`src/rtl/cpuCfgPkg.sv`:
```
package cpuCfgPkg;

    // data path
    localparam int dataWidth    = 32;
    localparam int regCount     = 32;
    localparam int regAddrWidth = 5;

    // word-addressed memories
    localparam int imemDepth     = 64;
    localparam int imemAddrWidth = 6;
    localparam int dmemDepth     = 64;
    localparam int dmemAddrWidth = 6;

endpackage

```
`src/rtl/programStore.sv`:
```
`timescale 1ns/1ps

module programStore (
    input  logic                                clk,
    input  logic                                reset,
    input  logic                                progValid,
    output logic                                progReady,
    input  logic[cpuCfgPkg::imemAddrWidth-1:0]  progAddr,
    input  logic[cpuCfgPkg::dataWidth-1:0]      progData,
    input  logic                                start,
    input  logic[cpuCfgPkg::imemAddrWidth-1:0]  instrAddr,
    output logic[cpuCfgPkg::dataWidth-1:0]      instrData,
    input  logic                                halted,
    output logic                                runEn
);
    logic[cpuCfgPkg::dataWidth-1:0] imem[cpuCfgPkg::imemDepth];

    // writes only while the core is idle
    assign progReady = !runEn;
    assign instrData = imem[instrAddr];

    always_ff @(posedge clk) begin
        if (progValid && progReady)
            imem[progAddr] <= progData;
    end

    // run bit, halt wins over a late start
    always_ff @(posedge clk) begin
        if (reset || halted)
            runEn <= 1'b0;
        else if (start)
            runEn <= 1'b1;
    end

endmodule

```
`config.mk`:
```
export PLATFORM = sky130hd
export DESIGN_NAME = programStore
export DESIGN_NICKNAME = d
export VERILOG_FILES = /design/src/rtl/cpuCfgPkg.sv /design/src/rtl/programStore.sv
export SDC_FILE = /design/constraint.sdc
export NUM_CORES = 2
export LEC_CHECK = 0
export BUFFER_PORTS_ARGS = -buffer_cell sky130_fd_sc_hd__buf_2
export CORE_AREA = 5 5 516 518
export CTS_CLUSTER_DIAMETER = 40
export CTS_CLUSTER_SIZE = 10
export DETAILED_ROUTE_END_ITERATION = 8
export DIE_AREA = 0 0 521 523
export GPL_TIMING_DRIVEN = 1
export HOLD_SLACK_MARGIN = 0.15
export SLEW_MARGIN = 20
export SYNTH_ARGS = -nofsm -noshare
export SYNTH_HDL_FRONTEND = slang
export SYNTH_SLANG_ARGS = --single-unit
```
`constraint.sdc`:
```
create_clock -name clk -period 5.5 [get_ports clk]
set_input_delay 0.55 -clock clk [delete_from_list [all_inputs] [get_ports clk]]
set_output_delay 0.55 -clock clk [all_outputs]
set_load 0.005 [all_outputs]
```
==> metrics.md <==
| Metric | Value |
|---|---|
| Slew Limit Fails | `0` |
| Post-synthesis adder-cell area fraction | `0%` |
| Mean post-synth cell area | `23.2 um^2` |
| Total routed wirelength | `205 mm` |
| Remaining global-route overflow | `0` |
| Fin nets | `3,750` |
| Leak | `28.2 nW` |
| Complex-gate fraction of the synthesized area | `2.38%` |
| Drt via density | `5.16` |
| Slew @ Worst Pin | `1.15 ns` |
| Area share of the largest cell type after synthesis | `79.1%` |
| Synthesis Warnings | `0` |
| Largest net degree at the start of global routing | `105` |
| PortBufs | `82` |
| XOR/XNOR share of the synthesized area | `0%` |
| GR Util met2 | `24.4%` |
| PwrDens | `377 mW/mm^2` |
| Data required, critical path | `4.95 ns` |
| Inserted Clock Buffers | `274` |
| GPL Wtd Cong | `0.789` |
| Clock Pin Slew Worst Setup and Hold Paths | `0.05 ns` |
| Met1 Resource Use GR | `19.9%` |
| Critical path type | `input port to output port` |
| GR Util All Layers | `14.8%` |
| Initial Util | `29.8%` |
| Hold Path Class | `input port to flop` |
| Register bit total from synthesis | `2,049` |
| Final setup violation count | `0` |
| Slowest cell on the critical path | `nor2b_4` |
| Startpoint types | `input port` |
| Placed cells | `6,837` |
| Largest family of logic cells by synthesized area | `multiplexers` |
| Initial antenna violation count | `20` |
| Met3 track demand over resource | `2.98%` |
| Layout fillers | `23,800` |
| Mapped Nets | `3,404` |
| Area Growth Syn to Fin | `17.5%` |
| Mux cell area share after synthesis | `16.0%` |
| Cell taking the most area after synthesis | `edfxtp_1` |
| Global-route wire length before repair | `291 mm` |
| Vias in the first global route | `38,200` |
| Num rows | `188` |
| Netlist cell types | `30` |
| Worst-path cell chain | `buf_2 -> nor2b_4 -> buf_4 -> buf_4 -> a22oi_1 -> nand2_1 -> o22ai_1 -> nor2_1 -> buf_2` |
| Commonest non-fill, non-tap cell in the layout | `edfxtp_1` |
| Number of max-cap violations | `0` |
| Sequential share of the synthesized area | `79.1%` |
| Worst-skew pair later-pin latency | `0.87 ns` |
| Crit share post-route | `77.7%` |
| Clock root cell | `clkbuf_16` |
| Non-filler cells, final | `7,209` |
| Crit Path Max Fanout | `17` |
| Vias | `37,200` |
| Die area | `0.272 mm^2` |
| Chip Width | `521 um` |
| RSZ-0062 raised after global routing | `no` |
| CTS tree | `built` |
| Max clock buf depth | `4` |
| Footprint of the multi-input gates | `0.0159 mm^2` |
| FF/Latch Area | `0.0615 mm^2` |
| CP endpoint kind | `output port` |
| Initial DRC Count | `4,233` |
| Final Instance Area | `0.0914 mm^2` |
| Io pins | `83` |
| Detailed Place HPWL | `119 mm` |
| Layout cell share with drive strength beyond 1 | `31.4%` |
| Total clock sinks | `2,049` |
| Final Hold Fails | `0` |
| Most frequent cells in the layout | `edfxtp_1, mux4_2, clkbuf_16` |
| Drt first pass iters | `5` |
| Die height | `523 um` |
| Max incr delay on CP | `0.75 ns` |
| Delay-heaviest family, CP | `buffers and inverters` |
| Critical path buffers and inverters | `4` |
| Area contributors post-synth | `edfxtp_1, mux4_2, a22oi_1, mux2i_1, o22ai_1` |
| FF-to-FF setup slack | `1.92 ns` |
| Peak VDD IR | `0.346 mV` |
| CORE AREA | `0.261 mm^2` |
| Post-Synth Simple-Gate Area | `1.36%` |
| Minimum clock period | `4.27 ns` |
| Achievable Freq | `234 MHz` |
| Util after Layout | `35.0%` |
| H-tree depth | `5` |
| Data arrival, critical path | `3.72 ns` |
| Slew HR | `23.4%` |
| Setup Skew | `0.0463 ns` |
| Average wire per standard cell | `28.4 um` |
| Post-CTS sizing | `0` |
| Area after DPL | `0.0836 mm^2` |
| DRC | `0` |
| Antenna-violating nets left | `0` |
| Most Used Layer, Global Route | `met2` |
| Synthesized area | `0.0778 mm^2` |
| Power Total | `34.5 mW` |
| Status | `complete, no violations` |
| Final TNS setup | `0 ns` |
| Number of setup buffers added after CTS | `0` |
| Cells after Synth | `3,355` |
| Post-CTS Hold Fix Bufs | `2` |
[per-layer routing]
metal	vias to the layer above	wire, um	share of wire [%]
met1	20300	82600	40
met2	1574	101000	49
li1	15000	-	-
met5	-	50	0.024
met4	10	6080	3.0
met3	309	15200	7.4
[worst register-to-register path, stage by stage, from the launching register on]
cell and delay, ns:
dfxtp_1 0.34, nor2_1 0.42, nand4_1 0.93, nor2_4 1.17, buf_4 0.41
[final cells by class]
type / instances / area share (%)
timing repair buffer: 253 / 2.29
clock inverter: 56 / 0.656
inverter: 2 / 0.00821
multi-input combinational: 1121 / 17.3
clock buffer: 301 / 7.70
sequential: 2049 / 67.3
antenna: 7 / 0.0192
tap: 3420 / 4.68
[final timing paths]
kind	startpoint	end	cells after the start
hold reg to reg	runEn	runEn	3
setup / recovery	instrAddr[3]	instrData[18]	9
hold / removal	progData[25]	imem[31][25]	1
setup reg to reg	runEn	imem[35][21]	4
[flip-flops by register name, indices dropped and copies added, names as in the netlist]
signal and cells:
runEn 1, imem 2048
[Yosys cell counts]
| library cell | number |
|---|---|
| o21ai_0 | 1 |
| buf_6 | 4 |
| buf_2 | 48 |
| a22oi_1 | 110 |
| a21oi_1 | 50 |
| nor3_1 | 9 |
| edfxtp_1 | 2048 |
| nand3_1 | 8 |
| buf_1 | 30 |
| nand3b_1 | 6 |
| mux4_2 | 510 |
| mux2_2 | 32 |
| or3_1 | 3 |
| clkbuf_1 | 66 |
| o221ai_1 | 25 |
| nand2_1 | 68 |
| mux2i_1 | 59 |
| nor3b_1 | 1 |
| or2_2 | 4 |
| a211o_1 | 1 |
| nor2b_1 | 6 |
| inv_1 | 2 |
| nand4_1 | 2 |
| or3b_2 | 5 |
| dfxtp_1 | 1 |
| buf_4 | 35 |
| nor2_1 | 124 |
| and2_1 | 2 |
| nand2b_1 | 8 |
| o22ai_1 | 87 |
[cell families after synthesis]
| logic type | after synthesis |
|---|---|
| multiplexers | 601 |
| AO/OA/AOI/OAI | 274 |
| buffers and inverters | 185 |
| AND/OR/NAND/NOR | 246 |
| flip-flops | 2049 |
[stage by stage]
stage,hold slack [ns],setup slack (ns)
floorplan,0.517,2.33
global placement,0.522,1.27
detailed placement,0.531,1.24
CTS,0.289,1.23
global route,0.201,1.17
finish,0.215,1.23
[report_power, final]
| part | internal (mW) | total (mW) | switching (mW) |
|---|---|---|---|
| combinational | 0.569 | 1.64 | 1.07 |
| sequential | 17.3 | 17.3 | 0.0112 |
| clock | 9.52 | 15.6 | 6.06 |
No activity file was read; power rests on OpenSTA's default activity.
