File: src/rtl/cpuCfgPkg.sv
package cpuCfgPkg;

    // data path
    localparam int dataWidth    = 32;
    localparam int regCount     = 32;
    localparam int regAddrWidth = 5;

    // word-addressed memories
    localparam int imemDepth     = 64;
    localparam int imemAddrWidth = 6;
    localparam int dmemDepth     = 64;
    localparam int dmemAddrWidth = 6;

endpackage

File: src/rtl/rvIsaPkg.sv
package rvIsaPkg;

    // base opcodes, instr[6:0]
    localparam logic[6:0] opOp     = 7'b0110011;
    localparam logic[6:0] opOpImm  = 7'b0010011;
    localparam logic[6:0] opLoad   = 7'b0000011;
    localparam logic[6:0] opStore  = 7'b0100011;
    localparam logic[6:0] opBranch = 7'b1100011;
    localparam logic[6:0] opJal    = 7'b1101111;

    localparam logic[2:0] f3AddSub = 3'b000;
    localparam logic[2:0] f3Slt    = 3'b010;
    localparam logic[2:0] f3Or     = 3'b110;
    localparam logic[2:0] f3And    = 3'b111;
    localparam logic[2:0] f3Beq    = 3'b000;
    localparam logic[6:0] f7Sub    = 7'b0100000;

    typedef enum logic[2:0] {aluAdd, aluSub, aluAnd, aluOr, aluSlt} aluOp;

    // bit 0 set means the result comes from a load
    typedef enum logic[1:0] {
        resAlu     = 2'b00,
        resMem     = 2'b01,
        resPcPlus4 = 2'b10
    } resultSrc;

    typedef enum logic[1:0] {
        fwdRegFile = 2'b00,
        fwdFromWb  = 2'b01,
        fwdFromMem = 2'b10
    } fwdSel;

    typedef union packed {
        struct packed {
            logic[6:0] funct7;
            logic[4:0] rs2;
            logic[4:0] rs1;
            logic[2:0] funct3;
            logic[4:0] rd;
            logic[6:0] opcode;
        } rType;
        struct packed {
            logic[11:0] imm;
            logic[4:0]  rs1;
            logic[2:0]  funct3;
            logic[4:0]  rd;
            logic[6:0]  opcode;
        } iType;
        struct packed {
            logic[6:0] immHi;
            logic[4:0] rs2;
            logic[4:0] rs1;
            logic[2:0] funct3;
            logic[4:0] immLo;
            logic[6:0] opcode;
        } sType;
        struct packed {
            logic      imm12;
            logic[5:0] imm10to5;
            logic[4:0] rs2;
            logic[4:0] rs1;
            logic[2:0] funct3;
            logic[3:0] imm4to1;
            logic      imm11;
            logic[6:0] opcode;
        } bType;
        struct packed {
            logic      imm20;
            logic[9:0] imm10to1;
            logic      imm11;
            logic[7:0] imm19to12;
            logic[4:0] rd;
            logic[6:0] opcode;
        } jType;
    } instrWord;

endpackage
File: src/rtl/hazardIf.sv
`timescale 1ns/1ps

interface hazardIf ();
    logic[cpuCfgPkg::regAddrWidth-1:0] rs1D, rs2D;
    logic[cpuCfgPkg::regAddrWidth-1:0] rs1E, rs2E, rdE;
    rvIsaPkg::resultSrc                resultSrcE;
    logic[cpuCfgPkg::regAddrWidth-1:0] rdM, rdW;
    logic                              regWriteM, regWriteW;
    logic                              pcSrcE;  // taken beq or jal in execute

    rvIsaPkg::fwdSel                   forwardAE, forwardBE;
    logic                              stallF, stallD;
    logic                              flushD, flushE;

    modport core (
        output rs1D, rs2D, rs1E, rs2E, rdE, resultSrcE,
        output rdM, regWriteM, rdW, regWriteW, pcSrcE,
        input  forwardAE, forwardBE, stallF, stallD, flushD, flushE
    );

    modport hazard (
        input  rs1D, rs2D, rs1E, rs2E, rdE, resultSrcE,
        input  rdM, regWriteM, rdW, regWriteW, pcSrcE,
        output forwardAE, forwardBE, stallF, stallD, flushD, flushE
    );

endinterface

File: src/rtl/hazardUnit.sv
`timescale 1ns/1ps

module hazardUnit (
    hazardIf.hazard hz
);
    logic lwStall;

    // memory stage is younger so it wins over writeback
    function automatic rvIsaPkg::fwdSel fwdFor(
        input logic[cpuCfgPkg::regAddrWidth-1:0] rs
    );
        if (rs == '0)
            return rvIsaPkg::fwdRegFile;  // x0 never forwarded
        else if (hz.regWriteM && rs == hz.rdM)
            return rvIsaPkg::fwdFromMem;
        else if (hz.regWriteW && rs == hz.rdW)
            return rvIsaPkg::fwdFromWb;
        else
            return rvIsaPkg::fwdRegFile;
    endfunction

    always_comb begin
        hz.forwardAE = fwdFor(hz.rs1E);
        hz.forwardBE = fwdFor(hz.rs2E);
    end

    // load in execute feeding the instruction in decode
    assign lwStall = hz.resultSrcE[0] && hz.rdE != '0
                     && (hz.rdE == hz.rs1D || hz.rdE == hz.rs2D);

    assign hz.stallF = lwStall;
    assign hz.stallD = lwStall;

    assign hz.flushD = hz.pcSrcE;
    assign hz.flushE = lwStall | hz.pcSrcE;  // bubble into execute

endmodule

File: src/flat_wrapper.sv
// flat-port wrapper written by rule: the top's interface ports become plain ports
module hazardUnit_flat 
  (hz_rs1D, hz_rs2D, hz_rs1E, hz_rs2E, hz_rdE, hz_resultSrcE, hz_rdM, hz_regWriteM, hz_rdW, hz_regWriteW, hz_pcSrcE, hz_forwardAE, hz_forwardBE, hz_stallF, hz_stallD, hz_flushD, hz_flushE);
  hazardIf hz_i ();
  input wire logic [$bits(hz_i.rs1D)-1:0] hz_rs1D;
  input wire logic [$bits(hz_i.rs2D)-1:0] hz_rs2D;
  input wire logic [$bits(hz_i.rs1E)-1:0] hz_rs1E;
  input wire logic [$bits(hz_i.rs2E)-1:0] hz_rs2E;
  input wire logic [$bits(hz_i.rdE)-1:0] hz_rdE;
  input wire logic [$bits(hz_i.resultSrcE)-1:0] hz_resultSrcE;
  input wire logic [$bits(hz_i.rdM)-1:0] hz_rdM;
  input wire logic [$bits(hz_i.regWriteM)-1:0] hz_regWriteM;
  input wire logic [$bits(hz_i.rdW)-1:0] hz_rdW;
  input wire logic [$bits(hz_i.regWriteW)-1:0] hz_regWriteW;
  input wire logic [$bits(hz_i.pcSrcE)-1:0] hz_pcSrcE;
  output wire logic [$bits(hz_i.forwardAE)-1:0] hz_forwardAE;
  output wire logic [$bits(hz_i.forwardBE)-1:0] hz_forwardBE;
  output wire logic [$bits(hz_i.stallF)-1:0] hz_stallF;
  output wire logic [$bits(hz_i.stallD)-1:0] hz_stallD;
  output wire logic [$bits(hz_i.flushD)-1:0] hz_flushD;
  output wire logic [$bits(hz_i.flushE)-1:0] hz_flushE;
  assign hz_i.rs1D = hz_rs1D;
  assign hz_i.rs2D = hz_rs2D;
  assign hz_i.rs1E = hz_rs1E;
  assign hz_i.rs2E = hz_rs2E;
  assign hz_i.rdE = hz_rdE;
  assign hz_i.resultSrcE = hz_resultSrcE;
  assign hz_i.rdM = hz_rdM;
  assign hz_i.regWriteM = hz_regWriteM;
  assign hz_i.rdW = hz_rdW;
  assign hz_i.regWriteW = hz_regWriteW;
  assign hz_i.pcSrcE = hz_pcSrcE;
  assign hz_forwardAE = hz_i.forwardAE;
  assign hz_forwardBE = hz_i.forwardBE;
  assign hz_stallF = hz_i.stallF;
  assign hz_stallD = hz_i.stallD;
  assign hz_flushD = hz_i.flushD;
  assign hz_flushE = hz_i.flushE;
  hazardUnit u_core (.hz(hz_i));
endmodule
File: config.mk
export PLATFORM = sky130hd
export DESIGN_NAME = hazardUnit_flat
export DESIGN_NICKNAME = d
export VERILOG_FILES = /design/src/rtl/cpuCfgPkg.sv /design/src/rtl/rvIsaPkg.sv /design/src/rtl/hazardIf.sv /design/src/rtl/hazardUnit.sv /design/src/flat_wrapper.sv
export SDC_FILE = /design/constraint.sdc
export NUM_CORES = 1
export LEC_CHECK = 0
export BUFFER_PORTS_ARGS = -buffer_cell sky130_fd_sc_hd__clkbuf_2
export CORE_AREA = 2 2 39 41
export DETAILED_ROUTE_END_ITERATION = 12
export DIE_AREA = 0 0 41 43
export PLACE_DENSITY = 0.77
export REMOVE_ABC_BUFFERS = 1
export SLEW_MARGIN = 20
export SYNTH_ARGS = -nofsm -noshare
export SYNTH_HDL_FRONTEND = slang
export SYNTH_SLANG_ARGS = --single-unit
File: constraint.sdc
create_clock -name vclk -period 4.1
set_input_delay 1.23 -clock vclk [all_inputs]
set_output_delay 1.23 -clock vclk [all_outputs]
set_load 0.05 [all_outputs]
==> run summary, run 1 <==
In this run, distinct cell masters in the synthesized netlist total 17. Setup repair after global routing left no endpoint under its margin. The max-capacitance violation count is 0. The worst hold-check slack came out at around 2.8 ns. Of all cell types, the one taking the most synthesized area is sky130_fd_sc_hd__xor2_1. The initial DRC count came out at 1. Cells fill roughly half of the core in the end.

The met1 wire length is approximately 420 um. In the global route stage, overall resource usage came out at between 10% and 20%. After detailed routing, the met3 layer carries 149 um of wire. The transition time at the pin with the least slew margin came out at ~0.43 ns. The total congestion overflow after global routing came out at 0.

The number of search-and-repair iterations in the first detailed-routing pass is 2. The layout has 0 clock buffers. The detailed-route via count is 574.

The run finished with clean final reports. The die covers around 1800 um^2. At the end of routability-driven placement, the weighted congestion stood at roughly 0.66. Port buffering added 47 buffers. The number of ports placed on the die boundary is between 40 and 50. Counting I/O delays and the setup requirement, the final critical path takes between 3 and 4 ns.

The routed length on met2 is about 670 um. The die extent in x is ~40 um. The average instance area after synthesis is ~7.2 um^2. By instance count, the leading cell after synthesis is sky130_fd_sc_hd__xor2_1.

IR analysis of the VDD net gives a maximum drop of roughly 45 uV. The number of antenna violations at the first check in global routing is 0. The post-cts hold buffer count came out at 0.

Timing would allow up to between 200 and 300 MHz. The first global-routing pass estimated between 1500 and 2000 um of wire. After routing the design area is about 670 um^2. The power density over cell area came out at 105 nW/um^2. The share of final-layout standard cells stronger than drive strength 1 is approximately 47%.

The number of cells produced by synthesis came out at between 50 and 60. The number of antenna cells inserted came out at 0. The cell area that synthesis handed to floorplanning was between 400 and 500 um^2. The final net count came out at around 150. After detailed routing, the number of remaining DRC violations is 0. The sum of net half-perimeters after detailed placement came out at around 1200 um. The critical path capture point type is a primary output. The post-placement cell area came out at around 670 um^2. The overall power is roughly 70 uW. Ranked by instance count, the synthesized netlist is headed by sky130_fd_sc_hd__xor2_1, sky130_fd_sc_hd__nor3_1, sky130_fd_sc_hd__xnor2_1.

The data arrival time of the critical path is around 2.4 ns. The via count of the first global-routing pass came out at roughly 510. The critical path data required time is between 2 and 3 ns. The relative slew slack is 70.8%.

After layout, the worst path uses 87.9% of the clock period. The Yosys warning count came out at 0. The final-report hold violation count is 0. By area the synthesized netlist is led by sky130_fd_sc_hd__xor2_1, sky130_fd_sc_hd__xnor2_1, sky130_fd_sc_hd__nor3_1, sky130_fd_sc_hd__nor4_1, sky130_fd_sc_hd__buf_4. The sequential cell count is 0.

The largest net degree at the start of global routing is 5. Summed over all cells, the static leakage comes to ~0.00035 uW. The share of synthesized area occupied by flip-flops and latches is 0%.

The flip-flop and latch area is 0 um^2. The final-report max-slew violation count is 0. STA classifies the critical path startpoint as a primary input.

Setup violations remaining at the end of the flow were counted as 0. The tightest min-delay check is of the in2out type. The area share of the leading cell type in the synthesized netlist came out at approximately 45%.

The ratio of routed vias to standard cells is 4.78. The total wire length after detailed routing is ~1200 um. The final routed wire length divided by cell count came out at ~10 um.

The highest net fanout along the worst path is 3. The uppermost layer routed is met3. The count of standard-cell rows is 14. The initial core utilization came out at a little over 30%. The area of the core came out at between 1000 and 1500 um^2.

The final sum of negative setup slack came out at 0 ns. The worst setup path is of the in2out kind. The overall die height is 43 um. The layout-stage area growth over the synthesis result came out at 56.5%. In this run the remaining antenna-violating nets after routing total 0. The number of gates given a new drive strength after cts is 0. The total setup buffers inserted after CTS is 0.
## worst max-delay path, stage by stage
cell	delay, ns
sky130_fd_sc_hd__clkbuf_2	0.11
sky130_fd_sc_hd__xor2_1	0.15
sky130_fd_sc_hd__nor4_1	0.23
sky130_fd_sc_hd__and3_1	0.21
sky130_fd_sc_hd__a21boi_2	0.15
sky130_fd_sc_hd__clkbuf_2	0.28
## worst paths after layout
kind / from / to / slack (ns) / cells after the start
hold / removal: hz_pcSrcE / hz_flushD / 2.78 / 2
setup / recovery: hz_rs2E[3] / hz_forwardBE[1] / 0.50 / 6
## layout make-up
| cell class | instances | area (um^2) |
|---|---|---|
| Fill cell | 147 | 718 |
| Inverter | 2 | 7.51 |
| Multi-Input combinational cell | 55 | 403 |
| Tap cell | 16 | 20.0 |
| Timing Repair Buffer | 47 | 235 |
## through the flow
step / setup slack [ns] / cells
final: 0.498 / 120
after floorplan: -0.0604 / 57
after global placement: 0.499 / 120
after detailed placement: 0.481 / 120
after CTS: 0.479 / 120
after global routing: 0.346 / 120
## placed cells by master, fill, tap and decap left out
cell / count
sky130_fd_sc_hd__a21boi_0: 1
sky130_fd_sc_hd__a21boi_2: 1
sky130_fd_sc_hd__a21oi_1: 2
sky130_fd_sc_hd__a22oi_1: 1
sky130_fd_sc_hd__and3_1: 1
sky130_fd_sc_hd__clkbuf_2: 47
sky130_fd_sc_hd__inv_1: 2
sky130_fd_sc_hd__nand3_1: 2
sky130_fd_sc_hd__nand4_1: 1
sky130_fd_sc_hd__nor2_1: 3
sky130_fd_sc_hd__nor3_1: 9
sky130_fd_sc_hd__nor4_1: 3
sky130_fd_sc_hd__o21ai_2: 1
sky130_fd_sc_hd__o21bai_1: 1
sky130_fd_sc_hd__or4_1: 1
sky130_fd_sc_hd__xnor2_1: 6
sky130_fd_sc_hd__xor2_1: 22
## kinds of logic after synthesis
kind of cell	share of synthesized area (%)
xor gates and xnor gates	57.6
and+or+nand+nor	24.7
AOI/OAI and AO/OA	12.4
buffers and inverters	5.29
## where the power goes
part | internal (uW) | switching [uW]
clock | 0 | 0
sequential | 0 | 0
combinational | 32.0 | 38.1
## per-layer routing
metal	vias to the layer above	track usage [%]
li1	296	-
met1	240	14.6
met2	38	30.9
met3	0	1.05
met4	0	0
met5	-	0
Power figures use the tool's default switching activity.
==> inputs of run 2 (changes only) <==
- ABC_AREA: unset -> 1
- CORE_AREA: 2 2 39 41 -> unset
- CORE_MARGIN: unset -> 1
- CORE_UTILIZATION: unset -> 45
- DIE_AREA: 0 0 41 43 -> unset
- PLACE_DENSITY: 0.77 -> 0.91
==> run 2 against run 1 <==
Compared with the run above: synthesized cell count grew 120%; global-route usage grew 9.6 points; largest cell class unchanged; cell count grew 57%; critical path depth is the same; design area grew 23%; combinational power grew 19%; non-clock buffer count is the same; worst setup slack gained 0.18 ns; via count grew 55%; largest power group unchanged.
==> run summary, run 2 <==
Yosys attributes the largest share of cell area to sky130_fd_sc_hd__nand2_1, sky130_fd_sc_hd__inv_1, sky130_fd_sc_hd__nor2_1, sky130_fd_sc_hd__xnor2_1, sky130_fd_sc_hd__nand3_1. The max-capacitance violation count was 0 (unchanged). The post-cts hold buffer count came out at 0 (unchanged).

The end-of-flow core utilization was 71.1% (+23 points). The worst setup path is of the in2out kind. The leakage power figure came out at 0.000579 uW (+64%).

The number of search-and-repair iterations in the first detailed-routing pass came out at 4 (+2). The layout-stage area growth over the synthesis result came out at 40.7%. The routed length on met2 is 868 um (+30%).

The number of antenna cells inserted came out at 0 (unchanged). The post-detailed-route DRC marker count is 0 (unchanged). The upper clock frequency limit came out at 292 MHz (+5.1%). The final-report max-slew violation count is 0 (unchanged).

The final RePlAce weighted congestion is 0.878 (+34%). The routed length on met3 is 111 um (-26%). The final design area excluding fillers was 822 um^2 (+23%). The most common cell after layout, fill and taps aside is sky130_fd_sc_hd__clkbuf_2. The flip-flop and latch area came out at 0 um^2 (unchanged).

The post-layout instance count excluding filler cells came out at 189 (+57%). The synthesized design spends more area on one cell type than any other, namely sky130_fd_sc_hd__nand2_1. The area of the die is 1450 um^2 (-18%). The run finished with clean final reports.

The power density over cell area came out at 101 nW/um^2 (-3.9%). The total congestion overflow after global routing came out at 0 (unchanged). The critical path capture point type is a primary output.

In the layout the commonest cells are sky130_fd_sc_hd__clkbuf_2, sky130_fd_sc_hd__nand2_1, sky130_fd_sc_hd__inv_1. The count of placed standard cells including taps is 189 (+57%). The share of synthesized area occupied by flip-flops and latches was 0% (unchanged). The ratio of routed vias to standard cells came out at 4.71 (-1.4%).

The shortest period the worst path allows was 3.43 ns (-0.176 ns). The transition time at the pin with the least slew margin came out at 0.281 ns (-0.152 ns). The initial DRC count is 18 (+17).

The relative slew slack came out at 81.3% (+10 points). The post-placement cell area came to 822 um^2 (+23%). The largest net degree at the start of global routing came out at 5 (unchanged). The worst ir drop on vdd is 60.8 uV (+35%). The data arrival time of the critical path is 2.20 ns (-0.17 ns). The final sum of negative setup slack came out at 0 ns (unchanged).

The overall die height is 38.0 um (-12%). The total wire length after detailed routing is 1670 um (+35%). The area share of the leading cell type in the synthesized netlist is 28.9% (-16 points). The number of antenna violations at the first check in global routing is 0 (unchanged). The worst hold path belongs to the class in2out. The global-route wire length before repair came out at 2660 um (+41%). The final routed wire length divided by cell count came out at 8.84 um (-14%). The cell with the most instances after synthesis is sky130_fd_sc_hd__nand2_1. The total track usage came to 24.3% (+9.6 points). The count of standard-cell rows is 12 (-2). The die extent in x came out at 38.0 um (-7.2%). The total setup buffers inserted after CTS is 0 (unchanged). The average instance area after synthesis is 4.49 um^2 (-38%).

The setup slack after placement is 0.686 ns (+0.205 ns). The count of distinct cell types in the synthesized netlist was 14 (-3). The sum of net half-perimeters after detailed placement came to 1520 um (+28%). The number of gates given a new drive strength after cts came out at 0 (unchanged). The final-report hold violation count is 0 (unchanged). The via count of the first global-routing pass was 742 (+45%).

The total setup violations reported at the end of the flow was 0 (unchanged). By count the netlist is led by sky130_fd_sc_hd__nand2_1, sky130_fd_sc_hd__inv_1, sky130_fd_sc_hd__nor2_1. The highest net fanout along the worst path was 3 (unchanged). The share of final-layout standard cells stronger than drive strength 1 is 29.7% (-17 points). The number of ports placed on the die boundary is 48 (unchanged). The post-route fraction of the period consumed by the critical path was 83.6% (-4.3 points). The initial core utilization came to 50.5% (+20 points).

The smallest setup slack after layout is 0.673 ns (+0.176 ns). In this run the top signal layer used is met4. The Yosys warning count is 0 (unchanged). The critical path data required time is 2.87 ns (about the same). The detailed-route via count came out at 891 (+55%). The final net count came out at 217 (+49%). The number of buffers added on ports came out at 47 (unchanged). The number of cells produced by synthesis came out at 130 (+120%). The met1 wire length was 681 um (+64%). The area occupied by multi-input gates came out at 442 um^2 (+9.6%). The critical path startpoint category is a primary input. The number of clock buffers in the layout came out at 0 (unchanged).

Setup repair after global routing left no endpoint under its margin. The netlist area before placement came out at 584 um^2 (+37%). The area of the core came to 1160 um^2 (-16%).

The final antenna-violating net count came out at 0 (unchanged). The sequential cell count came out at 0 (unchanged). The filler cell count came to 114 (-22%).
[run 2: logic make-up (layout without fill, tap and decap cells)]
family,after synthesis,in the layout,synth area share [%]
simple gates,77,77,54.4
buf+inv,36,81,24.4
compound gates,11,11,12.2
xor+xnor,6,6,8.99
[run 2: layout make-up]
cell class / count / area share, %
inverter: 34 / 15.5
tap: 14 / 2.13
timing repair buffer: 47 / 28.6
multi-input combinational: 94 / 53.7
[run 2: worst paths after layout]
check	startpoint	end	slack, ns	cells past startpoint
setup / recovery	hz_rdM[3]	hz_forwardAE[1]	0.67	6
hold / removal	hz_pcSrcE	hz_flushD	2.77	2
[run 2: per-stage QoR]
stage | power, uW | hold slack [ns]
floorplan | 45.7 | 2.46
global placement | 80.4 | 2.78
detailed placement | 82.6 | 2.77
CTS | 83.0 | 2.78
global route | 92.8 | 2.78
finish | 83.2 | 2.77
[run 2: worst max-delay path, stage by stage]
cell,delay (ns)
sky130_fd_sc_hd__clkbuf_2,0.11
sky130_fd_sc_hd__inv_1,0.06
sky130_fd_sc_hd__a21oi_2,0.14
sky130_fd_sc_hd__nand4_1,0.16
sky130_fd_sc_hd__nor3_2,0.19
sky130_fd_sc_hd__clkbuf_2,0.29
[run 2: power breakdown]
group	internal, uW	switching, uW	total, uW
clock	0	0	0
sequential	0	0	0
combinational	33.8	49.4	83.2
[run 2: routing by layer]
metal	up-vias	global-route usage [%]
met5	-	0
met4	0	1.79
met3	2	0
met2	37	50.8
met1	367	27.4
li1	485	-
==> inputs of run 3 (changes only) <==
- CORE_UTILIZATION: 45 -> 41
- PLACE_DENSITY: 0.91 -> 0.84
- clock period: 4.1 -> 3.59 ns (I/O delays scaled with it)
==> run 3 against run 2 <==
Compared with the run above: routed wire length decreased by 6.3%; critical path type unchanged; combinational power increased by 14%; design area increased by 0.15%; highest routed layer is now met3; power increased by 14%; critical path depth unchanged.
==> run summary, run 3 (synthesis results as in run 2) <==
The power density over cell area is 115 nW/um^2 (+14%). The worst setup path is captured at a primary output. The sum of net half-perimeters after detailed placement came to 1440 um (-5.1%).

The data arrival time of the critical path came out at 1.99 ns (-0.21 ns). The final-report max-slew violation count is 0 (unchanged). The ratio of routed vias to standard cells came out at 4.66 (-1.1%). The largest net degree at the start of global routing is 5 (unchanged). The sequential cell count was 0 (unchanged). The overall die height is 39.8 um (+4.5%). Of the available clock period, the critical path in the final layout requires 85.5%. The shortest period the worst path allows came out at 3.07 ns. The number of gates given a new drive strength after cts is 0 (unchanged). The total wire length after detailed routing is 1570 um (-6.3%). The post-detailed-route DRC marker count is 0 (unchanged). The share of final-layout standard cells stronger than drive strength 1 came to 29.7% (unchanged). The final-report hold violation count came out at 0 (unchanged).

The startpoint identified for the worst hold timing path is hz_pcSrcE. Setup repair after global routing left no endpoint under its margin. The total setup violations reported at the end of the flow came out at 0 (unchanged). The via count of the first global-routing pass is 650 (-12%). The end-of-flow core utilization came out at 62.5% (-8.6 points).

The smallest setup slack after layout came to 0.520 ns (-0.154 ns). The area of the die is 1580 um^2 (+9.2%). The final sum of negative setup slack is 0 ns (unchanged). The worst hold-check slack came out at 2.47 ns (-0.308 ns). The critical path is of the in2out type.

The final net count is 217 (unchanged). The number of ports placed on the die boundary came out at 48 (unchanged). The setup slack after placement came out at 0.523 ns (-0.163 ns). The area of the core is 1320 um^2 (+14%).

The flip-flop and latch area is 0 um^2 (unchanged). The count of standard-cell rows is 13 (+1). The number of search-and-repair iterations in the first detailed-routing pass came to 4 (unchanged).

Leaving out fill and tap cells, the most frequent cells in the layout are sky130_fd_sc_hd__clkbuf_2, sky130_fd_sc_hd__nand2_1, sky130_fd_sc_hd__inv_1. The final antenna-violating net count came to 0 (unchanged). The total setup buffers inserted after CTS is 0 (unchanged). The total congestion overflow after global routing was 0 (unchanged). The number of clock buffers in the layout is 0 (unchanged). The relative slew slack came out at 81.6% (+0.22 points). The min-delay analysis places its worst path in the category in2out. For hold timing, the worst endpoint is hz_flushD. The post-cts hold buffer count is 0 (unchanged). The number of buffers added on ports is 47 (unchanged).

The total track usage is 20.7% (-3.6 points). The critical path data required time was 2.51 ns (-0.36 ns). The number of antenna cells inserted is 0 (unchanged). The final routed wire length divided by cell count came out at 8.24 um (-6.8%). The final RePlAce weighted congestion is 0.793 (-9.6%). The die extent in x is 39.8 um (+4.5%).

The number of cells on the worst hold path is 2 (unchanged). The initial DRC count came out at 12 (-6). The upper clock frequency limit came out at around 330 MHz.

The detailed-route via count came to 886 (-0.56%). The max-capacitance violation count is 0 (unchanged). The number of antenna violations at the first check in global routing came out at 0 (unchanged). The global-route wire length before repair was 2390 um (-10%). The area occupied by multi-input gates is 442 um^2 (unchanged). The highest net fanout along the worst path came to 3 (unchanged). The filler cell count came to 135 (+18%). The leakage power figure came out at 0.000579 uW (unchanged).

The worst ir drop on vdd is 52.0 uV (-15%). The run finished with clean final reports. Leaving out fill and tap cells, the most frequent cell in the layout is sky130_fd_sc_hd__clkbuf_2. The transition time at the pin with the least slew margin is 0.278 ns (-0.00334 ns). The initial core utilization is 44.3% (-6.2 points).

The layout-stage area growth over the synthesis result is 40.9%. STA classifies the critical path startpoint as a primary input.
==> run 3: layout make-up <==
| cell class | count | area share, % |
|---|---|---|
| inverter | 34 | 15.5 |
| timing repair buffer | 47 | 28.6 |
| tap | 15 | 2.28 |
| multi-input combinational | 94 | 53.6 |
==> run 3: metrics by stage <==
stage	instances	cell area (um^2)	total power (uW)
after floorplan	128	569	52.2
after global placement	190	823	92.2
after detailed placement	190	823	94.2
after CTS	190	823	94.7
after global routing	190	823	106
final	190	823	94.6
==> run 3: critical path, stage by stage <==
cell and delay, ns:
sky130_fd_sc_hd__clkbuf_2 0.11, sky130_fd_sc_hd__inv_1 0.07, sky130_fd_sc_hd__a21oi_2 0.11, sky130_fd_sc_hd__nand4_1 0.14
sky130_fd_sc_hd__nor3_2 0.19, sky130_fd_sc_hd__clkbuf_2 0.29
==> run 3: power by group <==
part	internal [uW]	leakage, uW	switching [uW]	total (uW)
logic	38.5	0.000579	56.1	94.6
clock network	0	0	0	0
registers	0	0	0	0
total	38.5	0.000579	56.1	94.6
==> run 3: worst max path at each step <==
| stage | from | end | slack (ns) |
|---|---|---|---|
| after CTS | hz_rdM[3] | hz_forwardAE[1] | 0.52 |
| final | hz_rdM[3] | hz_forwardAE[1] | 0.52 |
| after global routing | hz_rs2E[3] | hz_forwardBE[1] | 0.39 |
| after global placement | hz_rdM[3] | hz_forwardAE[1] | 0.53 |
| after floorplan | hz_regWriteM | hz_forwardBE[1] | 0.1 |
| after detailed placement | hz_rdM[3] | hz_forwardAE[1] | 0.52 |
==> run 3: routing by layer <==
metal  global-route usage (%)  routed length [um]  vias to the layer above
met1                     24.7                 674                      356
met2                     42.2                 754                       48
met4                        0                   0                        0
met3                        0                 136                        0
met5                        0                   0                        -
li1                         -                   -                      482
