### src/rtl/cpuCfgPkg.sv
package cpuCfgPkg;

    // data path
    localparam int dataWidth    = 32;
    localparam int regCount     = 32;
    localparam int regAddrWidth = 5;

    // word-addressed memories
    localparam int imemDepth     = 64;
    localparam int imemAddrWidth = 6;
    localparam int dmemDepth     = 64;
    localparam int dmemAddrWidth = 6;

endpackage

### src/rtl/rvIsaPkg.sv
package rvIsaPkg;

    // base opcodes, instr[6:0]
    localparam logic[6:0] opOp     = 7'b0110011;
    localparam logic[6:0] opOpImm  = 7'b0010011;
    localparam logic[6:0] opLoad   = 7'b0000011;
    localparam logic[6:0] opStore  = 7'b0100011;
    localparam logic[6:0] opBranch = 7'b1100011;
    localparam logic[6:0] opJal    = 7'b1101111;

    localparam logic[2:0] f3AddSub = 3'b000;
    localparam logic[2:0] f3Slt    = 3'b010;
    localparam logic[2:0] f3Or     = 3'b110;
    localparam logic[2:0] f3And    = 3'b111;
    localparam logic[2:0] f3Beq    = 3'b000;
    localparam logic[6:0] f7Sub    = 7'b0100000;

    typedef enum logic[2:0] {aluAdd, aluSub, aluAnd, aluOr, aluSlt} aluOp;

    // bit 0 set means the result comes from a load
    typedef enum logic[1:0] {
        resAlu     = 2'b00,
        resMem     = 2'b01,
        resPcPlus4 = 2'b10
    } resultSrc;

    typedef enum logic[1:0] {
        fwdRegFile = 2'b00,
        fwdFromWb  = 2'b01,
        fwdFromMem = 2'b10
    } fwdSel;

    typedef union packed {
        struct packed {
            logic[6:0] funct7;
            logic[4:0] rs2;
            logic[4:0] rs1;
            logic[2:0] funct3;
            logic[4:0] rd;
            logic[6:0] opcode;
        } rType;
        struct packed {
            logic[11:0] imm;
            logic[4:0]  rs1;
            logic[2:0]  funct3;
            logic[4:0]  rd;
            logic[6:0]  opcode;
        } iType;
        struct packed {
            logic[6:0] immHi;
            logic[4:0] rs2;
            logic[4:0] rs1;
            logic[2:0] funct3;
            logic[4:0] immLo;
            logic[6:0] opcode;
        } sType;
        struct packed {
            logic      imm12;
            logic[5:0] imm10to5;
            logic[4:0] rs2;
            logic[4:0] rs1;
            logic[2:0] funct3;
            logic[3:0] imm4to1;
            logic      imm11;
            logic[6:0] opcode;
        } bType;
        struct packed {
            logic      imm20;
            logic[9:0] imm10to1;
            logic      imm11;
            logic[7:0] imm19to12;
            logic[4:0] rd;
            logic[6:0] opcode;
        } jType;
    } instrWord;

endpackage
### src/rtl/hazardIf.sv
`timescale 1ns/1ps

interface hazardIf ();
    logic[cpuCfgPkg::regAddrWidth-1:0] rs1D, rs2D;
    logic[cpuCfgPkg::regAddrWidth-1:0] rs1E, rs2E, rdE;
    rvIsaPkg::resultSrc                resultSrcE;
    logic[cpuCfgPkg::regAddrWidth-1:0] rdM, rdW;
    logic                              regWriteM, regWriteW;
    logic                              pcSrcE;  // taken beq or jal in execute

    rvIsaPkg::fwdSel                   forwardAE, forwardBE;
    logic                              stallF, stallD;
    logic                              flushD, flushE;

    modport core (
        output rs1D, rs2D, rs1E, rs2E, rdE, resultSrcE,
        output rdM, regWriteM, rdW, regWriteW, pcSrcE,
        input  forwardAE, forwardBE, stallF, stallD, flushD, flushE
    );

    modport hazard (
        input  rs1D, rs2D, rs1E, rs2E, rdE, resultSrcE,
        input  rdM, regWriteM, rdW, regWriteW, pcSrcE,
        output forwardAE, forwardBE, stallF, stallD, flushD, flushE
    );

endinterface

### src/rtl/aluUnit.sv
`timescale 1ns/1ps

module aluUnit (
    input  logic[cpuCfgPkg::dataWidth-1:0]  a,
    input  logic[cpuCfgPkg::dataWidth-1:0]  b,
    input  rvIsaPkg::aluOp                  ctl,
    output logic[cpuCfgPkg::dataWidth-1:0]  y,
    output logic                            zero
);
    always_comb begin
        case (ctl)
            rvIsaPkg::aluSub: y = a - b;
            rvIsaPkg::aluAnd: y = a & b;
            rvIsaPkg::aluOr:  y = a | b;
            rvIsaPkg::aluSlt: y = {{(cpuCfgPkg::dataWidth-1){1'b0}}, $signed(a) < $signed(b)};
            default:          y = a + b;
        endcase
    end

    // beq compares via sub
    assign zero = (y == '0);

endmodule

### src/rtl/instrDecoder.sv
`timescale 1ns/1ps

module instrDecoder (
    input  rvIsaPkg::instrWord              instr,
    output logic                            regWrite,
    output logic                            memWrite,
    output logic                            branch,
    output logic                            jump,
    output logic                            aluSrcImm,
    output rvIsaPkg::aluOp                  aluCtl,
    output rvIsaPkg::resultSrc              resSrc,
    output logic[cpuCfgPkg::dataWidth-1:0]  imm
);
    rvIsaPkg::aluOp arithCtl;
    logic           knownFunct;
    logic           subSel;

    // funct7 is only meaningful for register-register ops
    assign subSel = instr.rType.opcode == rvIsaPkg::opOp
                    && instr.rType.funct7 == rvIsaPkg::f7Sub;

    always_comb begin
        knownFunct = 1'b1;
        case (instr.rType.funct3)
            rvIsaPkg::f3AddSub: arithCtl = subSel ? rvIsaPkg::aluSub : rvIsaPkg::aluAdd;
            rvIsaPkg::f3Slt:    arithCtl = rvIsaPkg::aluSlt;
            rvIsaPkg::f3Or:     arithCtl = rvIsaPkg::aluOr;
            rvIsaPkg::f3And:    arithCtl = rvIsaPkg::aluAnd;
            default: begin
                arithCtl   = rvIsaPkg::aluAdd;
                knownFunct = 1'b0;
            end
        endcase
    end

    always_comb begin
        regWrite  = 1'b0;  // defaults form a bubble
        memWrite  = 1'b0;
        branch    = 1'b0;
        jump      = 1'b0;
        aluSrcImm = 1'b0;
        aluCtl    = rvIsaPkg::aluAdd;
        resSrc    = rvIsaPkg::resAlu;
        imm       = '0;
        case (instr.rType.opcode)
            rvIsaPkg::opOp: begin
                regWrite = knownFunct;
                aluCtl   = arithCtl;
            end
            rvIsaPkg::opOpImm: begin
                regWrite  = knownFunct;
                aluSrcImm = 1'b1;
                aluCtl    = arithCtl;
                imm       = {{20{instr.iType.imm[11]}}, instr.iType.imm};
            end
            rvIsaPkg::opLoad: begin
                regWrite  = 1'b1;
                aluSrcImm = 1'b1;
                resSrc    = rvIsaPkg::resMem;
                imm       = {{20{instr.iType.imm[11]}}, instr.iType.imm};
            end
            rvIsaPkg::opStore: begin
                memWrite  = 1'b1;
                aluSrcImm = 1'b1;
                imm       = {{20{instr.sType.immHi[6]}}, instr.sType.immHi, instr.sType.immLo};
            end
            rvIsaPkg::opBranch: begin
                branch = instr.bType.funct3 == rvIsaPkg::f3Beq;  // beq only
                aluCtl = rvIsaPkg::aluSub;
                imm    = {{20{instr.bType.imm12}}, instr.bType.imm11,
                          instr.bType.imm10to5, instr.bType.imm4to1, 1'b0};
            end
            rvIsaPkg::opJal: begin
                regWrite = 1'b1;
                jump     = 1'b1;
                resSrc   = rvIsaPkg::resPcPlus4;
                imm      = {{12{instr.jType.imm20}}, instr.jType.imm19to12,
                            instr.jType.imm11, instr.jType.imm10to1, 1'b0};
            end
            default: ;
        endcase
    end

endmodule

### src/rtl/pipelineCore.sv
`timescale 1ns/1ps

module pipelineCore (
    input  logic                                clk,
    input  logic                                reset,
    input  logic                                runEn,
    output logic[cpuCfgPkg::imemAddrWidth-1:0]  instrAddr,
    input  logic[cpuCfgPkg::dataWidth-1:0]      instrData,
    output logic                                halted,
    input  logic[cpuCfgPkg::regAddrWidth-1:0]   dbgAddr,
    output logic[cpuCfgPkg::dataWidth-1:0]      dbgData,
    hazardIf.core                               hz
);
    logic[cpuCfgPkg::dataWidth-1:0] pcF, pcPlus4F, pcNextF;

    rvIsaPkg::instrWord             instrD;
    logic[cpuCfgPkg::dataWidth-1:0] pcD, rd1D, rd2D, immD;
    logic                           validD, regWriteD, memWriteD, branchD, jumpD, aluSrcImmD;
    rvIsaPkg::aluOp                 aluCtlD;
    rvIsaPkg::resultSrc             resSrcD;

    logic[cpuCfgPkg::dataWidth-1:0] rd1E, rd2E, immE, pcE, pcPlus4E, pcTargetE;
    logic[cpuCfgPkg::dataWidth-1:0] srcAE, srcBE, writeDataE, aluResultE;
    logic                           regWriteE, memWriteE, branchE, jumpE, aluSrcImmE, zeroE;
    rvIsaPkg::aluOp                 aluCtlE;

    logic[cpuCfgPkg::dataWidth-1:0] aluResultM, writeDataM, pcPlus4M, readDataM;
    logic                           memWriteM;
    rvIsaPkg::resultSrc             resultSrcM;

    logic[cpuCfgPkg::dataWidth-1:0] aluResultW, readDataW, pcPlus4W, resultW;
    rvIsaPkg::resultSrc             resultSrcW;

    logic[cpuCfgPkg::dataWidth-1:0] dmem[cpuCfgPkg::dmemDepth];

    // fetch
    assign pcPlus4F  = pcF + 32'd4;
    assign pcNextF   = hz.pcSrcE ? pcTargetE : pcPlus4F;
    assign instrAddr = pcF[cpuCfgPkg::imemAddrWidth+1:2];

    always_ff @(posedge clk) begin
        if (reset || !runEn)
            pcF <= '0;
        else if (!hz.stallF)
            pcF <= pcNextF;
    end

    always_ff @(posedge clk) begin
        if (reset || !runEn || hz.flushD)
            validD <= 1'b0;
        else if (!hz.stallD)
            validD <= 1'b1;
    end

    always_ff @(posedge clk) begin
        if (!hz.stallD) begin
            instrD <= instrData;
            pcD    <= pcF;
        end
    end

    // decode
    assign hz.rs1D = validD ? instrD.rType.rs1 : '0;
    assign hz.rs2D = validD ? instrD.rType.rs2 : '0;

    instrDecoder instrDecoder_i (
        .instr     (instrD),
        .regWrite  (regWriteD),
        .memWrite  (memWriteD),
        .branch    (branchD),
        .jump      (jumpD),
        .aluSrcImm (aluSrcImmD),
        .aluCtl    (aluCtlD),
        .resSrc    (resSrcD),
        .imm       (immD)
    );

    regFile regFile_i (
        .clk     (clk),
        .reset   (reset),
        .ra1     (instrD.rType.rs1),
        .ra2     (instrD.rType.rs2),
        .rd1     (rd1D),
        .rd2     (rd2D),
        .wa      (hz.rdW),
        .wd      (resultW),
        .we      (hz.regWriteW),
        .dbgAddr (dbgAddr),
        .dbgData (dbgData)
    );

    always_ff @(posedge clk) begin
        if (reset || !runEn || hz.flushE) begin
            regWriteE     <= 1'b0;
            memWriteE     <= 1'b0;
            branchE       <= 1'b0;
            jumpE         <= 1'b0;
            hz.resultSrcE <= rvIsaPkg::resAlu;
        end else begin
            regWriteE     <= regWriteD & validD;
            memWriteE     <= memWriteD & validD;
            branchE       <= branchD & validD;
            jumpE         <= jumpD & validD;
            hz.resultSrcE <= validD ? resSrcD : rvIsaPkg::resAlu;
        end
    end

    always_ff @(posedge clk) begin
        aluCtlE    <= aluCtlD;
        aluSrcImmE <= aluSrcImmD;
        rd1E       <= rd1D;
        rd2E       <= rd2D;
        immE       <= immD;
        pcE        <= pcD;
        hz.rs1E    <= instrD.rType.rs1;
        hz.rs2E    <= instrD.rType.rs2;
        hz.rdE     <= instrD.rType.rd;
    end

    // execute, operand bypass
    always_comb begin
        case (hz.forwardAE)
            rvIsaPkg::fwdFromWb:  srcAE = resultW;
            rvIsaPkg::fwdFromMem: srcAE = aluResultM;
            default:              srcAE = rd1E;
        endcase
        case (hz.forwardBE)
            rvIsaPkg::fwdFromWb:  writeDataE = resultW;
            rvIsaPkg::fwdFromMem: writeDataE = aluResultM;
            default:              writeDataE = rd2E;
        endcase
    end

    assign srcBE = aluSrcImmE ? immE : writeDataE;

    aluUnit aluUnit_i (
        .a    (srcAE),
        .b    (srcBE),
        .ctl  (aluCtlE),
        .y    (aluResultE),
        .zero (zeroE)
    );

    assign pcTargetE = pcE + immE;
    assign pcPlus4E  = pcE + 32'd4;
    assign hz.pcSrcE = (branchE & zeroE) | jumpE;

    // jal to itself ends the run, sticky until reset
    always_ff @(posedge clk) begin
        if (reset)
            halted <= 1'b0;
        else if (jumpE && immE == '0)
            halted <= 1'b1;
    end

    always_ff @(posedge clk) begin
        if (reset || !runEn) begin
            hz.regWriteM <= 1'b0;
            memWriteM    <= 1'b0;
            resultSrcM   <= rvIsaPkg::resAlu;
        end else begin
            hz.regWriteM <= regWriteE;
            memWriteM    <= memWriteE;
            resultSrcM   <= hz.resultSrcE;
        end
    end

    always_ff @(posedge clk) begin
        aluResultM <= aluResultE;
        writeDataM <= writeDataE;
        pcPlus4M   <= pcPlus4E;
        hz.rdM     <= hz.rdE;
    end

    // data memory, word addressed
    assign readDataM = dmem[aluResultM[cpuCfgPkg::dmemAddrWidth+1:2]];

    always_ff @(posedge clk) begin
        if (memWriteM)
            dmem[aluResultM[cpuCfgPkg::dmemAddrWidth+1:2]] <= writeDataM;
    end

    always_ff @(posedge clk) begin
        if (reset || !runEn) begin
            hz.regWriteW <= 1'b0;
            resultSrcW   <= rvIsaPkg::resAlu;
        end else begin
            hz.regWriteW <= hz.regWriteM;
            resultSrcW   <= resultSrcM;
        end
    end

    always_ff @(posedge clk) begin
        aluResultW <= aluResultM;
        readDataW  <= readDataM;
        pcPlus4W   <= pcPlus4M;
        hz.rdW     <= hz.rdM;
    end

    // writeback select
    always_comb begin
        case (resultSrcW)
            rvIsaPkg::resMem:     resultW = readDataW;
            rvIsaPkg::resPcPlus4: resultW = pcPlus4W;
            default:              resultW = aluResultW;
        endcase
    end

endmodule

### src/rtl/regFile.sv
`timescale 1ns/1ps

module regFile (
    input  logic                                clk,
    input  logic                                reset,
    input  logic[cpuCfgPkg::regAddrWidth-1:0]   ra1,
    input  logic[cpuCfgPkg::regAddrWidth-1:0]   ra2,
    output logic[cpuCfgPkg::dataWidth-1:0]      rd1,
    output logic[cpuCfgPkg::dataWidth-1:0]      rd2,
    input  logic[cpuCfgPkg::regAddrWidth-1:0]   wa,
    input  logic[cpuCfgPkg::dataWidth-1:0]      wd,
    input  logic                                we,
    input  logic[cpuCfgPkg::regAddrWidth-1:0]   dbgAddr,
    output logic[cpuCfgPkg::dataWidth-1:0]      dbgData
);
    logic[cpuCfgPkg::dataWidth-1:0] regs[cpuCfgPkg::regCount];

    // falling edge write, decode reads the new value in the same cycle
    always_ff @(negedge clk) begin
        if (reset) begin
            for (int i = 0; i < cpuCfgPkg::regCount; i++)
                regs[i] <= '0;
        end else if (we && wa != '0) begin
            regs[wa] <= wd;
        end
    end

    assign rd1     = (ra1 == '0) ? '0 : regs[ra1];
    assign rd2     = (ra2 == '0) ? '0 : regs[ra2];
    assign dbgData = (dbgAddr == '0) ? '0 : regs[dbgAddr];

endmodule

### src/flat_wrapper.sv
// flat-port wrapper written by rule: the top's interface ports become plain ports
module pipelineCore_flat 
  (clk, reset, runEn, instrAddr, instrData, halted, dbgAddr, dbgData, hz_rs1D, hz_rs2D, hz_rs1E, hz_rs2E, hz_rdE, hz_resultSrcE, hz_rdM, hz_regWriteM, hz_rdW, hz_regWriteW, hz_pcSrcE, hz_forwardAE, hz_forwardBE, hz_stallF, hz_stallD, hz_flushD, hz_flushE);
  hazardIf hz_i ();
  input  logic clk;
  input  logic reset;
  input  logic runEn;
  output logic[cpuCfgPkg::imemAddrWidth-1:0] instrAddr;
  input  logic[cpuCfgPkg::dataWidth-1:0] instrData;
  output logic halted;
  input  logic[cpuCfgPkg::regAddrWidth-1:0] dbgAddr;
  output logic[cpuCfgPkg::dataWidth-1:0] dbgData;
  output wire logic [$bits(hz_i.rs1D)-1:0] hz_rs1D;
  output wire logic [$bits(hz_i.rs2D)-1:0] hz_rs2D;
  output wire logic [$bits(hz_i.rs1E)-1:0] hz_rs1E;
  output wire logic [$bits(hz_i.rs2E)-1:0] hz_rs2E;
  output wire logic [$bits(hz_i.rdE)-1:0] hz_rdE;
  output wire logic [$bits(hz_i.resultSrcE)-1:0] hz_resultSrcE;
  output wire logic [$bits(hz_i.rdM)-1:0] hz_rdM;
  output wire logic [$bits(hz_i.regWriteM)-1:0] hz_regWriteM;
  output wire logic [$bits(hz_i.rdW)-1:0] hz_rdW;
  output wire logic [$bits(hz_i.regWriteW)-1:0] hz_regWriteW;
  output wire logic [$bits(hz_i.pcSrcE)-1:0] hz_pcSrcE;
  input wire logic [$bits(hz_i.forwardAE)-1:0] hz_forwardAE;
  input wire logic [$bits(hz_i.forwardBE)-1:0] hz_forwardBE;
  input wire logic [$bits(hz_i.stallF)-1:0] hz_stallF;
  input wire logic [$bits(hz_i.stallD)-1:0] hz_stallD;
  input wire logic [$bits(hz_i.flushD)-1:0] hz_flushD;
  input wire logic [$bits(hz_i.flushE)-1:0] hz_flushE;
  assign hz_rs1D = hz_i.rs1D;
  assign hz_rs2D = hz_i.rs2D;
  assign hz_rs1E = hz_i.rs1E;
  assign hz_rs2E = hz_i.rs2E;
  assign hz_rdE = hz_i.rdE;
  assign hz_resultSrcE = hz_i.resultSrcE;
  assign hz_rdM = hz_i.rdM;
  assign hz_regWriteM = hz_i.regWriteM;
  assign hz_rdW = hz_i.rdW;
  assign hz_regWriteW = hz_i.regWriteW;
  assign hz_pcSrcE = hz_i.pcSrcE;
  assign hz_i.forwardAE = hz_forwardAE;
  assign hz_i.forwardBE = hz_forwardBE;
  assign hz_i.stallF = hz_stallF;
  assign hz_i.stallD = hz_stallD;
  assign hz_i.flushD = hz_flushD;
  assign hz_i.flushE = hz_flushE;
  pipelineCore u_core (.clk(clk), .reset(reset), .runEn(runEn), .instrAddr(instrAddr), .instrData(instrData), .halted(halted), .dbgAddr(dbgAddr), .dbgData(dbgData), .hz(hz_i));
endmodule
### config.mk
export PLATFORM = sky130hd
export DESIGN_NAME = pipelineCore_flat
export DESIGN_NICKNAME = d
export VERILOG_FILES = /design/src/rtl/cpuCfgPkg.sv /design/src/rtl/rvIsaPkg.sv /design/src/rtl/hazardIf.sv /design/src/rtl/aluUnit.sv /design/src/rtl/instrDecoder.sv /design/src/rtl/pipelineCore.sv /design/src/rtl/regFile.sv /design/src/flat_wrapper.sv
export SDC_FILE = /design/constraint.sdc
export NUM_CORES = 2
export LEC_CHECK = 0
export BUFFER_PORTS_ARGS = -buffer_cell sky130_fd_sc_hd__buf_2
export CAP_MARGIN = 20
export CORE_AREA = 4 4 670 672
export CTS_BUF_LIST = sky130_fd_sc_hd__clkbuf_4
export DETAILED_ROUTE_END_ITERATION = 10
export DIE_AREA = 0 0 674 676
export PLACE_DENSITY_LB_ADDON = 0.2
export SLEW_MARGIN = 10
export SYNTH_ARGS = -nofsm -noshare
export SYNTH_HDL_FRONTEND = slang
export SYNTH_SLANG_ARGS = --single-unit
export TNS_END_PERCENT = 10
### constraint.sdc
create_clock -name clk -period 16.4 [get_ports clk]
set_input_delay 2.46 -clock clk [delete_from_list [all_inputs] [get_ports clk]]
set_output_delay 2.46 -clock clk [all_outputs]
set_load 0.02 [all_outputs]
==> results list <==
* Proportion of synthesized flip-flops having asynchronous set or reset: 0%
- Entering global routing, the biggest net connects 120 pins.
- The first TritonRoute pass finished after 6 iterations.
- The most used flip-flop cell after synthesis is sky130_fd_sc_hd__edfxtp_1.
- The clock drives roughly 3.5k sinks.
- Worst setup path class: reg2out
- Critical Path Fanout Max: 3
- Number of unique standard cell types used by synthesis: 92
* Biggest area contributors in the synthesized netlist: sky130_fd_sc_hd__edfxtp_1 (61%), sky130_fd_sc_hd__mux4_2 (14%), sky130_fd_sc_hd__dfxtp_1 (5.0%)
- The total area inside the core boundary comes to 0.444 mm2.
- Routed WL: 584000 um
- Die area: 0.456 mm2
- Worst slew pin tran: 1.26 ns
* Total Neg Setup Slack: 0 ns
* Tightest slew margin relative to the limit: between 10 and 15%
- 127 I/O pins were placed.
- Yosys warns: 0
- Critical Path Source: u_core.regFile_i.regs[15][7]$_SDFFCE_NN0P_
- The endpoint identified for the worst register-to-register timing path is u_core.regFile_i.regs[16][29]$_SDFFCE_NN0P_.
- The clock network burns 33.2% of the power.
* CTS clock-pin slew for the worst setup and hold paths: 0.07 ns
* Routed len/inst: between 30 and 40 um
- Summed over all nets, the half-perimeter wirelength after detailed placement is 350000 um.
* Total CTS buffers: roughly 940
* Post-synthesis register bit count: 3521
- Endpoint of the worst setup timing path: dbgData[7]
- Combinational share of power: 25.9%
- The congestion estimate from routability-driven global placement came to approximately 0.91.
* Largest vdd supply drop: 0.104 mV
- Port buffering added 126 buffers.
- Number of placed cells counting well taps: about 16k
- After layout, the worst setup slack is 1.72 ns.
- Summed over all cells, the static leakage comes to 64.9 nW.
- Critical Path AT: between 10 and 15 ns
* Hold violation count in the final report: 0
- Count of cells along the worst register-to-register path: 5
- Die extent in y: 676 um
* Share of post-route cells with drive strength above 1: 25.3%
- After detailed routing, the number of remaining DRC violations is 0.
- The register with the most flip-flops in the layout has ~2.0k of them.
- The synthesized netlist occupies a cell area of between 0.15 and 0.2 mm2.
* Result of the run: completed
- Reg-to-reg startpoint: u_core.hz.regWriteW$_SDFF_PP0_
- In this design, the critical path's most frequently occurring cell is sky130_fd_sc_hd__mux4_2.
- Part of the total power dissipated in sequential elements: between 40% and 50%
- For this design the total switching power over the nets is 9.65 mW.
- Count of maximum capacitance violations: 0
* First-pass GRT wire length: 804000 um
* Launching element type of the critical path: flop
- Global routing used around a quarter of the available tracks.
- Once placement finished, the instance area stood at 0.164 mm2.
- Required time of the worst setup path: 13.94 ns
- Measured along the x axis, the die boundary spans 674 um.
- Number of gates resized after CTS: 0
* Antenna Nets Post-Route: 0
* Fraction of synthesized cell area taken by the top area cell type: 61.0%
* Summed area of non-filler cells in the final layout: 0.179 mm2
* HP Class: reg2reg
* Biggest area consumer among synthesized cells: sky130_fd_sc_hd__edfxtp_1
- Average instance area after synthesis: 15.6 um2
- Setup repair after global routing missed its margin: false
- The number of antenna violations at the first check in global routing came to 44.
- Clock tree from TritonCTS: done
- Nets: 11.7k
* Synth Instances: a little under 10k
* Worst setup EP type: primary output
- Total of endpoints with negative setup slack in the final report: 0
- Net Sw Frac: 37.0%
* Post-CTS Hold Fix Bufs: 0
- The critical path goes through mux4_2 -> mux4_2 -> mux2i_1 -> nor2_1 -> buf_2.
- Sequential elements use between 60% and 70% of the synthesized area.
* Design internal power: 16.4 mW
- Prior to clock tree synthesis, the placed netlist has a worst setup slack of 2.11 ns.
- Summing over every cut layer, the via total after detailed routing is 106k.
- Setup Skew: between 0.3 and 0.4 ns
- In this run the core area contains 245 standard-cell rows.
* Largest stage delay on the critical path: 0.60 ns
* Number of DRC violations after detailed-routing iteration 0: 13.3k
- The number of global-route vias before repair is 107k.
- The clock reaches the later pin of the worst-skew pair after 1.68 ns.
* Layout overhead on the synthesized area: 16.2%
- The initial utilization of the core area, before any placement, comes to 34.8%.
- The largest individual stage delay along the critical path comes from the cell sky130_fd_sc_hd__mux4_2.
- Vias per cell: about 5.8
* Residual overflow from global routing: 0
- Once the clock tree was built, the setup fixing pass inserted 0 buffers.
- Clock tree synthesis selected as its root buffer the cell sky130_fd_sc_hd__clkbuf_4.
* Final Instance Count excl. Fillers: about 18k
* # fillers: 41.4k
* Most common library cell in the layout ignoring fill and taps: sky130_fd_sc_hd__edfxtp_1
* Max Slew Vio Count: 0
- The setup check on the worst reg-to-reg path leaves a slack of 3.89 ns.
* Number of levels the H-tree was split into: 6
- In this run, synthesis inferred 3136 flip-flops with an integrated enable.
- The top cell types in the final layout, fill and taps aside, are sky130_fd_sc_hd__edfxtp_1 (3136), sky130_fd_sc_hd__inv_1 (1298), sky130_fd_sc_hd__nor2_1 (1248).
* P per Cell Area: 145 mW/mm2
- The clock passes through at most 4 buffers.
Yosys cell counts (135+ instances only):
cell type                  count
sky130_fd_sc_hd__a31oi_1     230
sky130_fd_sc_hd__mux4_2      960
sky130_fd_sc_hd__a22oi_1     638
sky130_fd_sc_hd__edfxtp_1   3136
sky130_fd_sc_hd__a22o_1      218
sky130_fd_sc_hd__a21oi_1     272
sky130_fd_sc_hd__buf_1       150
sky130_fd_sc_hd__nor2_1     1317
sky130_fd_sc_hd__a221oi_1    228
sky130_fd_sc_hd__inv_1       163
sky130_fd_sc_hd__dfxtp_1     385
sky130_fd_sc_hd__nand2_1     269
sky130_fd_sc_hd__ha_1        135
sky130_fd_sc_hd__clkbuf_1    650
worst min path at each step:
stage	depth (start not counted)	slack, ns	start	to
6_report	0	0.31	u_core.pcPlus4M[11]$_DFF_P_	u_core.pcPlus4W[11]$_DFF_P_
5_1_grt	0	0.31	u_core.pcPlus4M[11]$_DFF_P_	u_core.pcPlus4W[11]$_DFF_P_
4_1_cts	0	0.32	u_core.pcPlus4M[2]$_DFF_P_	u_core.pcPlus4W[2]$_DFF_P_
3_5_place_dp	0	0.31	u_core.pcPlus4M[1]$_DFF_P_	u_core.pcPlus4W[1]$_DFF_P_
3_3_place_gp	0	0.32	u_core.pcPlus4M[0]$_DFF_P_	u_core.pcPlus4W[0]$_DFF_P_
2_1_floorplan	0	0.31	u_core.pcPlus4M[0]$_DFF_P_	u_core.pcPlus4W[0]$_DFF_P_
logic make-up (layout without fill, tap and decap cells):
family | count (synthesis) | after routing | synth area share [%]
other | 1 | 77 | 0.00243
buffers and inverters | 988 | 3338 | 2.44
AOI/OAI and AO/OA | 1957 | 1957 | 9.19
DFF | 3521 | 3521 | 66.0
and+or+nand+nor | 2134 | 2134 | 6.08
muxes | 1078 | 1078 | 14.8
adders and majority gates | 138 | 138 | 1.13
xor gates and xnor gates | 70 | 70 | 0.402
per-stage QoR:
stage	util [%]	power (mW)	hold slack, ns
finish	40.4	26.1	0.307
global route	40.4	27.2	0.307
CTS	40.4	26.2	0.322
detailed placement	36.9	17.9	0.312
global placement	36.8	17.8	0.319
floorplan	-	14.5	0.310
power by group through the flow:
| stage | sequential, mW | clock, mW | combinational, mW |
|---|---|---|---|
| after floorplan | 10.9 | 0.369 | 3.27 |
| after global placement | 10.8 | 0.369 | 6.61 |
| after detailed placement | 10.8 | 0.369 | 6.69 |
| after CTS | 10.7 | 8.86 | 6.71 |
| after global routing | 10.7 | 9.56 | 7.00 |
| final | 10.7 | 8.66 | 6.76 |
layout make-up:
| cell class | count | area (um2) | area share (%) |
|---|---|---|---|
| sequential | 3521 | 102000 | 56.8 |
| multi-input combinational | 5409 | 50000 | 27.8 |
| clock buffer | 1211 | 9090 | 5.07 |
| tap | 5928 | 7420 | 4.13 |
| clock inverter | 1470 | 6500 | 3.63 |
| timing repair buffer | 493 | 3770 | 2.10 |
| inverter | 164 | 618 | 0.345 |
| antenna | 45 | 113 | 0.0628 |
worst max-delay path: cells and delay by family (launching register included):
kind                   cells  cell delay [ns]
flip-flops                 1             0.40
buffers and inverters      1             0.25
multiplexers               3             1.63
AND/OR/NAND/NOR            1             0.22
per-layer routing:
| metal | GRT usage, % | vias to the layer above | wire length (um) |
|---|---|---|---|
| li1 | - | 43800 | - |
| met1 | 32.2 | 54700 | 226000 |
| met2 | 38.8 | 6182 | 272000 |
| met3 | 6.33 | 1134 | 57100 |
| met4 | 13.1 | 14 | 29700 |
| met5 | 0.146 | - | 169 |
Power figures use the tool's default switching activity.
